### config.mk
export PLATFORM = sky130hd
export DESIGN_NAME = cam_pixel_lane
export DESIGN_NICKNAME = d
export VERILOG_FILES = /design/src/cam_pix_pkg.sv /design/src/cam_pixel_lane.sv
export SDC_FILE = /design/constraint.sdc
export NUM_CORES = 1
export LEC_CHECK = 0
export BUFFER_PORTS_ARGS = -buffer_cell sky130_fd_sc_hd__buf_2
export CAP_MARGIN = 20
export CORE_UTILIZATION = 40
export CTS_BUF_LIST = sky130_fd_sc_hd__clkbuf_16
export CTS_CLUSTER_DIAMETER = 150
export CTS_CLUSTER_SIZE = 12
export DETAILED_ROUTE_END_ITERATION = 8
export SYNTH_ARGS = -nofsm -noshare
export SYNTH_HDL_FRONTEND = slang
export SYNTH_SLANG_ARGS = --single-unit
### constraint.sdc
create_clock -name mipi_pclk -period 8.3 [get_ports mipi_pclk]
set_input_delay 0.83 -clock mipi_pclk [delete_from_list [all_inputs] [get_ports mipi_pclk]]
set_output_delay 0.83 -clock mipi_pclk [all_outputs]
set_load 0.02 [all_outputs]
### src/cam_pix_pkg.sv
////////////////////////////////////////////////////////////////////////////
// Pixel format definitions shared by the capture controller, the pixel
// lanes and the DMA writer. One channel is PIX_W bits wide and a packed
// pixel holds blue in the top byte. Gray uses integer BT.601 weights that
// sum to 256, so the result is the weighted sum shifted right by PIX_W.
////////////////////////////////////////////////////////////////////////////

package cam_pix_pkg;

   // Bits per color channel
   parameter int PIX_W = 8;

   // One pixel, blue most significant
   typedef struct packed {
      logic [PIX_W-1:0] b;
      logic [PIX_W-1:0] g;
      logic [PIX_W-1:0] r;
   } rgb_pix_t;

   // Grayscale weights, sum is 256
   parameter logic [PIX_W-1:0] GRAY_COEF_R = 8'd77;
   parameter logic [PIX_W-1:0] GRAY_COEF_G = 8'd150;
   parameter logic [PIX_W-1:0] GRAY_COEF_B = 8'd29;

endpackage : cam_pix_pkg
### src/cam_pixel_lane.sv
////////////////////////////////////////////////////////////////////////////
// One pixel lane. Passes RGB through or replaces it with the weighted
// gray value in all three channels. One cycle of latency. The pixel
// register only loads on valid and holds otherwise.
////////////////////////////////////////////////////////////////////////////

module cam_pixel_lane
   import cam_pix_pkg::*;
(
   input  logic             mipi_pclk,
   input  logic             rst_n,
   input  logic             valid_i,
   input  logic [PIX_W-1:0] r_i,
   input  logic [PIX_W-1:0] g_i,
   input  logic [PIX_W-1:0] b_i,
   input  logic             gray_sel_i,
   output logic             valid_o,
   output rgb_pix_t         pix_o
);

   logic [2*PIX_W-1:0] gray_sum;
   logic [PIX_W-1:0]   gray;

   // Weights sum to 256, so the top byte is the gray level
   assign gray_sum = GRAY_COEF_R * r_i + GRAY_COEF_G * g_i + GRAY_COEF_B * b_i;
   assign gray     = gray_sum[2*PIX_W-1:PIX_W];

   always_ff @(posedge mipi_pclk) begin
      if (valid_i) begin
         if (gray_sel_i) begin
            pix_o <= '{b: gray, g: gray, r: gray};
         end else begin
            pix_o <= '{b: b_i, g: g_i, r: r_i};
         end
      end
   end

   always_ff @(posedge mipi_pclk) begin
      if (!rst_n) valid_o <= 1'b0;
      else        valid_o <= valid_i;
   end

endmodule : cam_pixel_lane

==> flow_summary.ini <==
[clock_tree]
post_cts_setup_bufs = 0
htreeDepth = 1
ctsLongestPathBuffers = 2
tritoncts = done
cts.hold.buffers_added = 0
clkSlewWorstSetupHoldPaths_ps = 60
numCtsBuffers = 3
cts_resized = 0
clock_root_buffer = clkbuf_16
cts.sink_count = 25

[logic_synthesis]
synthDistinctLibCells = 43
synth_sequential_area_ratio_pct = 17.7
yosys_warnings = 0
synth_simple_gate_area_share_pct = 7.13
synth.area.top_cells = fa_1, ha_1, edfxtp_1
synth_adder_area_share_pct = 51.6
synth_flop_cell = edfxtp_1
yosysMostFrequentCell = inv_1
netlist.area_leader.share_pct = 26.4
syn_inst = 409
synthDominantAreaCellType = fa_1
mappedNetlistNets = 576
synthesized_area_um2 = 4170
post_synth_mux_area_share_pct = 2.28
share_of_flip_flops_with_an_asynchronous_set_or_reset_pct = 0
synth.avg_cell_area_um2 = 10.2
netlist_top_cells_count = inv_1, ha_1, fa_1
synth-xor-area-share_pct = 2.31
synth_compound_gate_area_share_pct = 9.35
ys_ff_latch = 25
dominant_combinational_cell_family_by_area_after_synthesis = adder cells
synth-edff-count = 24

[global_routing]
number_of_antenna_violations_at_the_first_check_in_global_routing = 0
grt_pass1_wl_um = 14700
grt_start_max_net_pins = 26
first_global_vias = 3002
gr-total-overflow = 0
globalRouteTotalUtil_pct = 17.0

[sta]
timing.final.hold_violations = 0
worst_pin_slew_ps = 518
grt_setup_unrepaired = no
relSlewSlack_pct = 65.5
max_clock_freq_mhz = 143
final.period_utilization_pct = 84.3
final-setup-viol-count = 0
finalCriticalPeriod_ps = 7000
total_count_of_max_transition_violations_in_the_final_report = 0
finalSetupTns_ps = 0

[min_path]
hold_path_class = in -> reg

[setup_path]
critPathCaptureType = flop
worst_path_dominant_cell_family = adder cells
worst_path_max_delay_cell = fa_1
cp_common_cell = fa_1
crit_start = g_i[4]
critical_path.n_buffers_inverters = 5
worst-path-stages = 24
timing.setup.critical_path_class = in -> reg
arrival_ps = 7000
setup.worst_path.end = pix_o[7]
worstPathRequired_ps = 8300
worst_path_largest_cell_delay_ps = 540
setup_crit_start_kind = input port
crit_fanout = 5
cp_cell_sequence = buf_2, ha_1, ha_1, inv_1, fa_1, fa_1, inv_1, ha_1, o21ai_0, nor2_1, a21oi_1, fa_1, fa_1, inv_1, fa_1, fa_1, inv_1, ha_1, nand3_1, a21oi_1, nor2_1, a211oi_1, mux2i_1, nand2_1

[routing]
drtAntennaViolNets = 0
first_iter_violations = 87
drt-pass1-iter-count = 4
route.detailed.drc = 0
routed_wl_um = 8430
via_count = 2889
post_drt_wl_per_cell_um = 14.2
detail_route.vias_per_cell = 4.86

[finish]
antenna_cells = 0
final_layout_size_suffix_gt1_share_pct = 14.7
multi_input_comb_area_um2 = 3030
num-fill-cells = 969
syn2layout_area_growth_pct = 11.8
final_net_count = 630
sequential_cell_area_um2 = 741

[outcome]
outcome = finished, final reports clean

[floorplan]
floorplan.die_area_um2 = 10800
core_area_um2 = 9950
ioPinCount = 53
initial_core_utilization_pct = 41.9
floorplan.rows = 36
die_width_um = 104
chipHeight_um = 104

[placement]
gp_congestion = 0.799
place.detailed.hpwl_um = 7630
port_buffers = 52

[flow_run]
max-cap-violations = 0
==> worst min-delay path by stage <==
stage                     startpoint       end  slack [ps]  cells past startpoint
after global routing           rst_n   valid_o         790                      2
after floorplan              valid_i  pix_o[0]         940                      0
after detailed placement       rst_n   valid_o        1050                      2
after CTS                      rst_n   valid_o         790                      2
after global placement         rst_n   valid_o        1040                      2
final                          rst_n   valid_o         790                      2
==> kinds of logic (layout without fill, tap and decap cells) <==
group | Yosys count | after routing
compound gates | 60 | 60
buf+inv | 107 | 160
simple gates | 58 | 58
xor+xnor | 11 | 11
flops | 25 | 25
mux | 9 | 9
fa+ha+maj | 139 | 139
==> registers in the layout (all words and copies together), names as in the netlist <==
register  flops
pix_o        24
valid_o       1
==> metal layers <==
layer  global-route usage [%]  vias to the layer above  share of wire [%]
met2                     29.2                       46                 49
met5                        0                        -                  0
li1                         -                     1441                  -
met4                     2.65                        0                1.1
met3                     1.19                        7                2.2
met1                     23.8                     1395                 48
==> area by class of cell <==
class / instances / share of cell area, %
sequential: 25 / 15.9
tap: 133 / 3.56
timing repair buffer: 52 / 5.57
clock inverter: 1 / 0.0804
clock buffer: 3 / 1.61
inverter: 104 / 8.36
multi-input combinational: 277 / 64.9
==> stage by stage <==
stage	util, %	hold slack (ps)	worst slack (ps)	instances	area, um^2
after floorplan	-	942	1680	409	4170
after global placement	46.1	1040	1220	591	4590
after detailed placement	46.1	1050	1050	591	4590
after global routing	46.9	792	986	595	4670
final	46.9	788	1300	595	4670
after CTS	46.9	786	1310	595	4670
==> cell usage in the layout, fill, tap and decap left out, drive strengths merged, types with 5 or more instances in the layout <==
master	instances
ha	84
buf	52
nor2	12
a21oi	19
fa	55
edfxtp	24
nand2	19
nand3	5
o21ai	21
inv	105
mux2i	5
xnor2	8
nor3	5
Power is left out: the tool's default activity adds up to more than one toggle a clock period on the data nets, which glitch-free logic cannot reach.
