==> config.mk <==
export PLATFORM = sky130hd
export DESIGN_NAME = cam_capture_ctrl
export DESIGN_NICKNAME = d
export VERILOG_FILES = /design/src/cam_ctrl_pkg.sv /design/src/cam_pix_pkg.sv /design/src/cam_capture_ctrl.sv
export SDC_FILE = /design/constraint.sdc
export NUM_CORES = 1
export LEC_CHECK = 0
export BUFFER_PORTS_ARGS = -buffer_cell sky130_fd_sc_hd__buf_2
export CAP_MARGIN = 20
export CORE_UTILIZATION = 53
export DETAILED_ROUTE_END_ITERATION = 7
export HOLD_SLACK_MARGIN = 0.05
export PLACE_DENSITY = 0.84
export SETUP_SLACK_MARGIN = 0.3
export SYNTH_ARGS = -nofsm -noshare
export SYNTH_HDL_FRONTEND = slang
export SYNTH_SLANG_ARGS = --single-unit
export TNS_END_PERCENT = 30
==> constraint.sdc <==
create_clock -name mipi_pclk -period 2.85 [get_ports mipi_pclk]
set_clock_uncertainty 0.15 [all_clocks]
set_input_delay 0.1425 -clock mipi_pclk [delete_from_list [all_inputs] [get_ports mipi_pclk]]
set_output_delay 0.1425 -clock mipi_pclk [all_outputs]
set_load 0.005 [all_outputs]
==> src/cam_ctrl_pkg.sv <==
////////////////////////////////////////////////////////////////////////////
// Control side definitions: capture FSM states, the DMA word width and
// the width of the debug and frame rate counters. Counters are 32 bits
// and wrap silently.
////////////////////////////////////////////////////////////////////////////

package cam_ctrl_pkg;

   // Capture FSM states
   typedef enum logic [1:0] {
      CAP_IDLE   = 2'd0,
      CAP_ARMED  = 2'd1,
      CAP_FRAME  = 2'd2,
      CAP_STREAM = 2'd3
   } capture_state_e;

   // DMA data bus width
   parameter int DMA_W = 64;

   // Debug and fps counters
   typedef logic [31:0] dbg_count_t;

endpackage : cam_ctrl_pkg

==> src/cam_pix_pkg.sv <==
////////////////////////////////////////////////////////////////////////////
// Pixel format definitions shared by the capture controller, the pixel
// lanes and the DMA writer. One channel is PIX_W bits wide and a packed
// pixel holds blue in the top byte. Gray uses integer BT.601 weights that
// sum to 256, so the result is the weighted sum shifted right by PIX_W.
////////////////////////////////////////////////////////////////////////////

package cam_pix_pkg;

   // Bits per color channel
   parameter int PIX_W = 8;

   // One pixel, blue most significant
   typedef struct packed {
      logic [PIX_W-1:0] b;
      logic [PIX_W-1:0] g;
      logic [PIX_W-1:0] r;
   } rgb_pix_t;

   // Grayscale weights, sum is 256
   parameter logic [PIX_W-1:0] GRAY_COEF_R = 8'd77;
   parameter logic [PIX_W-1:0] GRAY_COEF_G = 8'd150;
   parameter logic [PIX_W-1:0] GRAY_COEF_B = 8'd29;

endpackage : cam_pix_pkg
==> src/cam_capture_ctrl.sv <==
////////////////////////////////////////////////////////////////////////////
// Registers the RGB stream and opens it for one frame or for all frames.
// Capture starts and stops only on a falling edge of vsync. Trigger,
// continuous and gray select are async and pass a two flop synchronizer.
// Continuous capture is sticky until reset. The fps counter assumes the
// frame rate is above 1 Hz and PCLK_RATE matches the real clock.
////////////////////////////////////////////////////////////////////////////

module cam_capture_ctrl
   import cam_pix_pkg::*;
   import cam_ctrl_pkg::*;
#(
   parameter int PCLK_RATE   = 75000000,
   parameter int PIX_PER_CLK = 2
) (
   input  logic                         mipi_pclk,
   input  logic                         rst_n,
   input  logic                         cam_vs_i,
   input  logic                         cam_valid_i,
   input  logic [PIX_PER_CLK*PIX_W-1:0] cam_r_i,
   input  logic [PIX_PER_CLK*PIX_W-1:0] cam_g_i,
   input  logic [PIX_PER_CLK*PIX_W-1:0] cam_b_i,
   input  logic                         trigger_capture_i,
   input  logic                         continuous_capture_i,
   input  logic                         rgb_gray_i,
   output logic                         pix_valid_o,
   output logic [PIX_PER_CLK*PIX_W-1:0] pix_r_o,
   output logic [PIX_PER_CLK*PIX_W-1:0] pix_g_o,
   output logic [PIX_PER_CLK*PIX_W-1:0] pix_b_o,
   output logic                         gray_sel_o,
   output dbg_count_t                   frames_per_second_o
);

   capture_state_e state;
   logic           vs_q, vs_q2, vs_fall;
   logic           trig_s1, trig_s2, trig_s3, trig_rise, trig_pend;
   logic           cont_s1, cont_s2, cont_hold;
   logic           gray_s1;
   dbg_count_t     timer, frame_cnt;

   assign vs_fall   = vs_q2 && !vs_q;
   assign trig_rise = trig_s2 && !trig_s3;

   // Pixel payload, one cycle
   always_ff @(posedge mipi_pclk) begin
      pix_r_o <= cam_r_i;
      pix_g_o <= cam_g_i;
      pix_b_o <= cam_b_i;
   end

   always_ff @(posedge mipi_pclk) begin
      if (!rst_n) begin
         vs_q        <= 1'b0;
         vs_q2       <= 1'b0;
         trig_s1     <= 1'b0;
         trig_s2     <= 1'b0;
         trig_s3     <= 1'b0;
         trig_pend   <= 1'b0;
         cont_s1     <= 1'b0;
         cont_s2     <= 1'b0;
         cont_hold   <= 1'b0;
         gray_s1     <= 1'b0;
         gray_sel_o  <= 1'b0;
         pix_valid_o <= 1'b0;
         state       <= CAP_IDLE;
      end else begin
         vs_q        <= cam_vs_i;
         vs_q2       <= vs_q;
         trig_s1     <= trigger_capture_i;
         trig_s2     <= trig_s1;
         trig_s3     <= trig_s2;
         cont_s1     <= continuous_capture_i;
         cont_s2     <= cont_s1;
         cont_hold   <= cont_hold || cont_s2;
         gray_s1     <= rgb_gray_i;
         gray_sel_o  <= gray_s1;
         pix_valid_o <= cam_valid_i && (state inside {CAP_FRAME, CAP_STREAM});

         // A trigger during a frame re-arms for the one after it
         if (state == CAP_FRAME && vs_fall) begin
            trig_pend <= 1'b0;
         end else if (state == CAP_FRAME && trig_rise) begin
            trig_pend <= 1'b1;
         end

         case (state)
            CAP_IDLE: begin
               if (trig_rise || cont_hold) state <= CAP_ARMED;
            end
            CAP_ARMED: begin
               if (vs_fall) state <= cont_hold ? CAP_STREAM : CAP_FRAME;
            end
            CAP_FRAME: begin
               if (vs_fall) state <= (trig_pend || trig_rise) ? CAP_ARMED : CAP_IDLE;
            end
            default: state <= CAP_STREAM;
         endcase
      end
   end

   ////////////////////////////////////////////////////////////////////////////
   // Frames per second over a window of PCLK_RATE+1 clocks
   ////////////////////////////////////////////////////////////////////////////

   always_ff @(posedge mipi_pclk) begin
      if (!rst_n) begin
         timer               <= '0;
         frame_cnt           <= '0;
         frames_per_second_o <= '0;
      end else if (timer == dbg_count_t'(PCLK_RATE)) begin
         timer               <= '0;
         frame_cnt           <= '0;
         frames_per_second_o <= frame_cnt;
      end else begin
         timer <= timer + 1'b1;
         if (vs_fall) frame_cnt <= frame_cnt + 1'b1;
      end
   end

   // Once armed, capture opens and closes only on a falling vsync
   a_state_on_vs_fall: assert property (@(posedge mipi_pclk) disable iff (!rst_n)
      state != CAP_IDLE && !vs_fall |=> $stable(state));

endmodule : cam_capture_ctrl

==> impl_metrics.py <==
metrics = {
    "status": {
        "status": "completed",
    },
    "synth": {
        "synth-edff-count": 0,
        "yosys_warnings": 0,
        "synth.avg_cell_area_sq_um": 9.43,
        "synth_area_sq_mm": 0.00585,
        "synthCells": 620,
        "syn-num-nets": 678,
        "async_flop_share_pct": 0,
        "synth_flop_cell": "dfxtp_1",
        "ys_ff_latch": 158,
        "yosysSeqAreaShare_pct": 54.1,
        "ys_types": 45,
    },
    "place": {
        "postPlaceCellArea_sq_mm": 0.00658,
        "portBuffers": 136,
        "dp_hpwl_um": 9450,
        "place_congestion": 0.855,
        "dp_slack_ns": 0.582,
        "dp_cells": 857,
    },
    "layout": {
        "nets": 857,
        "multi_input_area_sq_mm": 0.00246,
        "fin_util_pct": 73.9,
        "antenna_cells": 0,
        "drive_gt1_share_pct": 23.7,
        "n_fill_cell": 675,
        "area_growth_pct": 32.7,
        "stdcell_area_sq_mm": 0.00776,
        "stdcell_count": 947,
        "area.sequential_sq_mm": 0.00316,
    },
    "timing": {
        "max_slew_margin_pct": 55.6,
        "rsz0062_at_grt": "false",
        "fmax_mhz": 425,
        "finalWorstSetupSlack_ns": 0.495,
        "finalHoldViolations": 0,
        "post-route-period-util_pct": 82.6,
        "slew_violations": 0,
        "final.setup.tns_ns": 0,
        "fin_crit_ns": 2.35,
        "setup_viol": 0,
        "tightest_slew_ns": 0.666,
    },
    "power": {
        "leakagePower_nw": 2.93,
        "pwr_density_cell_mw_per_mm2": 613,
        "vdd_drop_max_uv": 779,
    },
    "grt": {
        "overflow": 0,
        "grt_pass1_wl_um": 26600,
        "grt_pass1_vias": 5484,
        "antenna_found_initial": 0,
        "track_usage_pct": 29.7,
        "grt_max_degree": 38,
    },
    "cts": {
        "cts_resized": 0,
        "cts_buffers": 17,
        "htree_levels": 4,
        "cts-root-buf": "clkbuf_8",
        "insertion_delay_ns": 0.53,
        "cts_tree": "done",
        "clk_path_buf_depth": 2,
        "clk_pin_slew_worst_paths_ns": 0.07,
        "cts_sinks": 158,
    },
    "route": {
        "viasPerCell": 5.84,
        "ant_nets": 0,
        "post_drt_wl_per_cell_um": 17.3,
        "first_pass_iters": 5,
        "wirelength_um": 16400,
        "drt_iter0_drc": 424,
        "drc": 0,
        "num_vias": 5528,
    },
    "worst_setup_path": {
        "r2r_slack_ns": 0.50,
        "crit_family": "simple AND/OR/NAND/NOR gates",
        "cp_num_buf_inv": 1,
        "cp_max_fo": 32,
        "cp.required_ns": 3.07,
        "arrival_ns": 2.58,
        "end_kind": "flip-flop",
        "crit_slowest_cell": "and4_1",
        "r2r-start": "timer[19]",
        "cp-start-kind": "flip-flop",
        "crit_chain": "and4_1 -> nand4_1 -> buf_4 -> o21ai_0 -> a21oi_1",
        "rr_endpoint": "frames_per_second_o[13]",
        "cpPeakStageDelay_ns": 0.65,
        "ff2ff_path_depth": 5,
        "crit_type": "reg -> reg",
    },
    "floorplan": {
        "rows": 37,
        "ios": 137,
        "coreArea_sq_mm": 0.0105,
        "die-area_sq_mm": 0.0115,
        "fp.dieW_um": 107,
        "initial_core_util_pct": 55.6,
        "die_h_um": 107,
    },
    "min_path": {
        "min_to": "pix_r_o[9]",
        "hold_class": "in -> reg",
        "hp-start": "cam_r_i[9]",
        "whs_path_depth": 2,
    },
    "run": {
        "cap_violations": 0,
    },
}
[metrics by stage]
stage	power [W]	hold WS, ns
after floorplan	0.00238	0.0202
after global placement	0.00246	0.0947
after detailed placement	0.00246	0.0961
after CTS	0.00475	0.0743
after global routing	0.00489	0.0794
final	0.00476	0.0939
[cell families (layout without fill, tap and decap cells)]
group                      count (synthesis)  after routing  synth area share (%)
AOI/OAI and AO/OA                        139            139                  13.1
adders and majority gates                  3              3                 0.642
and+or+nand+nor                          234            234                  23.4
buffers and inverters                     55            246                  3.98
xor gates and xnor gates                  27             27                  4.04
muxes                                      4              4                 0.685
DFF                                      158            158                  54.1
[placed cells by master (no fill, tap or decap), types with 5 or more instances in the layout]
cell type / netlist / layout
and3_1: 7 / 7
o21ai_0: 48 / 48
xor2_1: 6 / 6
nand2_1: 24 / 24
o211ai_1: 5 / 5
dlygate4sd3_1: 0 / 59
inv_1: 11 / 11
a21oi_1: 64 / 64
o31ai_1: 16 / 16
nor4_1: 12 / 12
nor3_1: 11 / 11
buf_2: 6 / 136
or3_1: 10 / 10
and2_1: 12 / 12
dfxtp_1: 158 / 158
nor2_1: 39 / 39
nand4_1: 58 / 58
nand3_1: 13 / 13
xnor2_1: 21 / 21
or4_1: 18 / 18
clkbuf_16: 0 / 16
buf_4: 1 / 8
[timing repair]
action / in CTS / in global routing
buffers inserted: 0 / 0
endpoints found under the hold margin: 64 / 0
hold buffers: 59 / 0
[flip-flops by register name, indices dropped and copies added, names as in the netlist, 2 cells and up]
signal               flops
state                    2
timer                   32
pix_r_o                 16
pix_g_o                 16
pix_b_o                 16
frames_per_second_o     32
frame_cnt               32
[per-layer routing]
layer	vias up	part of all wire (%)	track usage, %	routed length [um]
li1	2629	-	-	-
met1	2610	40	33.0	6520
met2	246	50	52.0	8150
met3	43	7.6	9.54	1250
met4	0	3.0	12.7	487
met5	-	0	0	0
[power breakdown]
group | switching (W) | internal (W) | total, W
logic | 0.0000909 | 0.000120 | 0.000210
clock network | 0.000985 | 0.00128 | 0.00227
registers | 0.0000260 | 0.00226 | 0.00228
total | 0.00110 | 0.00366 | 0.00476
[worst max path at each step]
stage / start / to / slack (ns) / cells past startpoint
floorplan: timer[2] / timer[31] / 0.81 / 6
global placement: timer[2] / timer[31] / 0.65 / 4
detailed placement: timer[2] / timer[31] / 0.58 / 4
CTS: timer[19] / frames_per_second_o[13] / 0.54 / 5
global route: timer[19] / frame_cnt[31] / 0.37 / 4
finish: timer[19] / frames_per_second_o[13] / 0.50 / 5
[synthesized netlist by cell type (2+ instances only)]
| library cell | count | area, sq um |
|---|---|---|
| xor2_1 | 6 | 52.6 |
| nand4b_1 | 2 | 17.5 |
| or2_2 | 2 | 12.5 |
| nand4_1 | 58 | 363 |
| and4_1 | 4 | 35.0 |
| o211ai_1 | 5 | 37.5 |
| nor2_1 | 39 | 146 |
| and3_1 | 7 | 43.8 |
| a21oi_1 | 64 | 320 |
| or3_1 | 10 | 62.6 |
| nor4bb_1 | 2 | 20.0 |
| nor3_1 | 11 | 55.1 |
| or4_4 | 4 | 45.0 |
| buf_2 | 6 | 30.0 |
| and2_1 | 12 | 75.1 |
| ha_1 | 3 | 37.5 |
| nor4_1 | 12 | 75.1 |
| nor4b_1 | 3 | 26.3 |
| clkbuf_1 | 34 | 128 |
| o31ai_1 | 16 | 120 |
| buf_6 | 2 | 22.5 |
| or4_1 | 18 | 135 |
| xnor2_1 | 21 | 184 |
| inv_1 | 11 | 41.3 |
| nand2_1 | 24 | 90.1 |
| o21ai_0 | 48 | 240 |
| dfxtp_1 | 158 | 3160 |
| or3_2 | 4 | 30.0 |
| nand2b_1 | 3 | 18.8 |
| nand3_1 | 13 | 65.1 |
| mux2i_1 | 4 | 40.0 |
[layout make-up]
class / instances / area share (%)
clock buffers: 17 / 5.34
clock inverters: 14 / 2.24
flip-flops and latches: 158 / 40.8
inverters: 12 / 0.580
multi-input cells: 407 / 31.7
well taps: 136 / 2.19
repair buffers: 203 / 17.2
No activity file was read; power rests on OpenSTA's default activity.
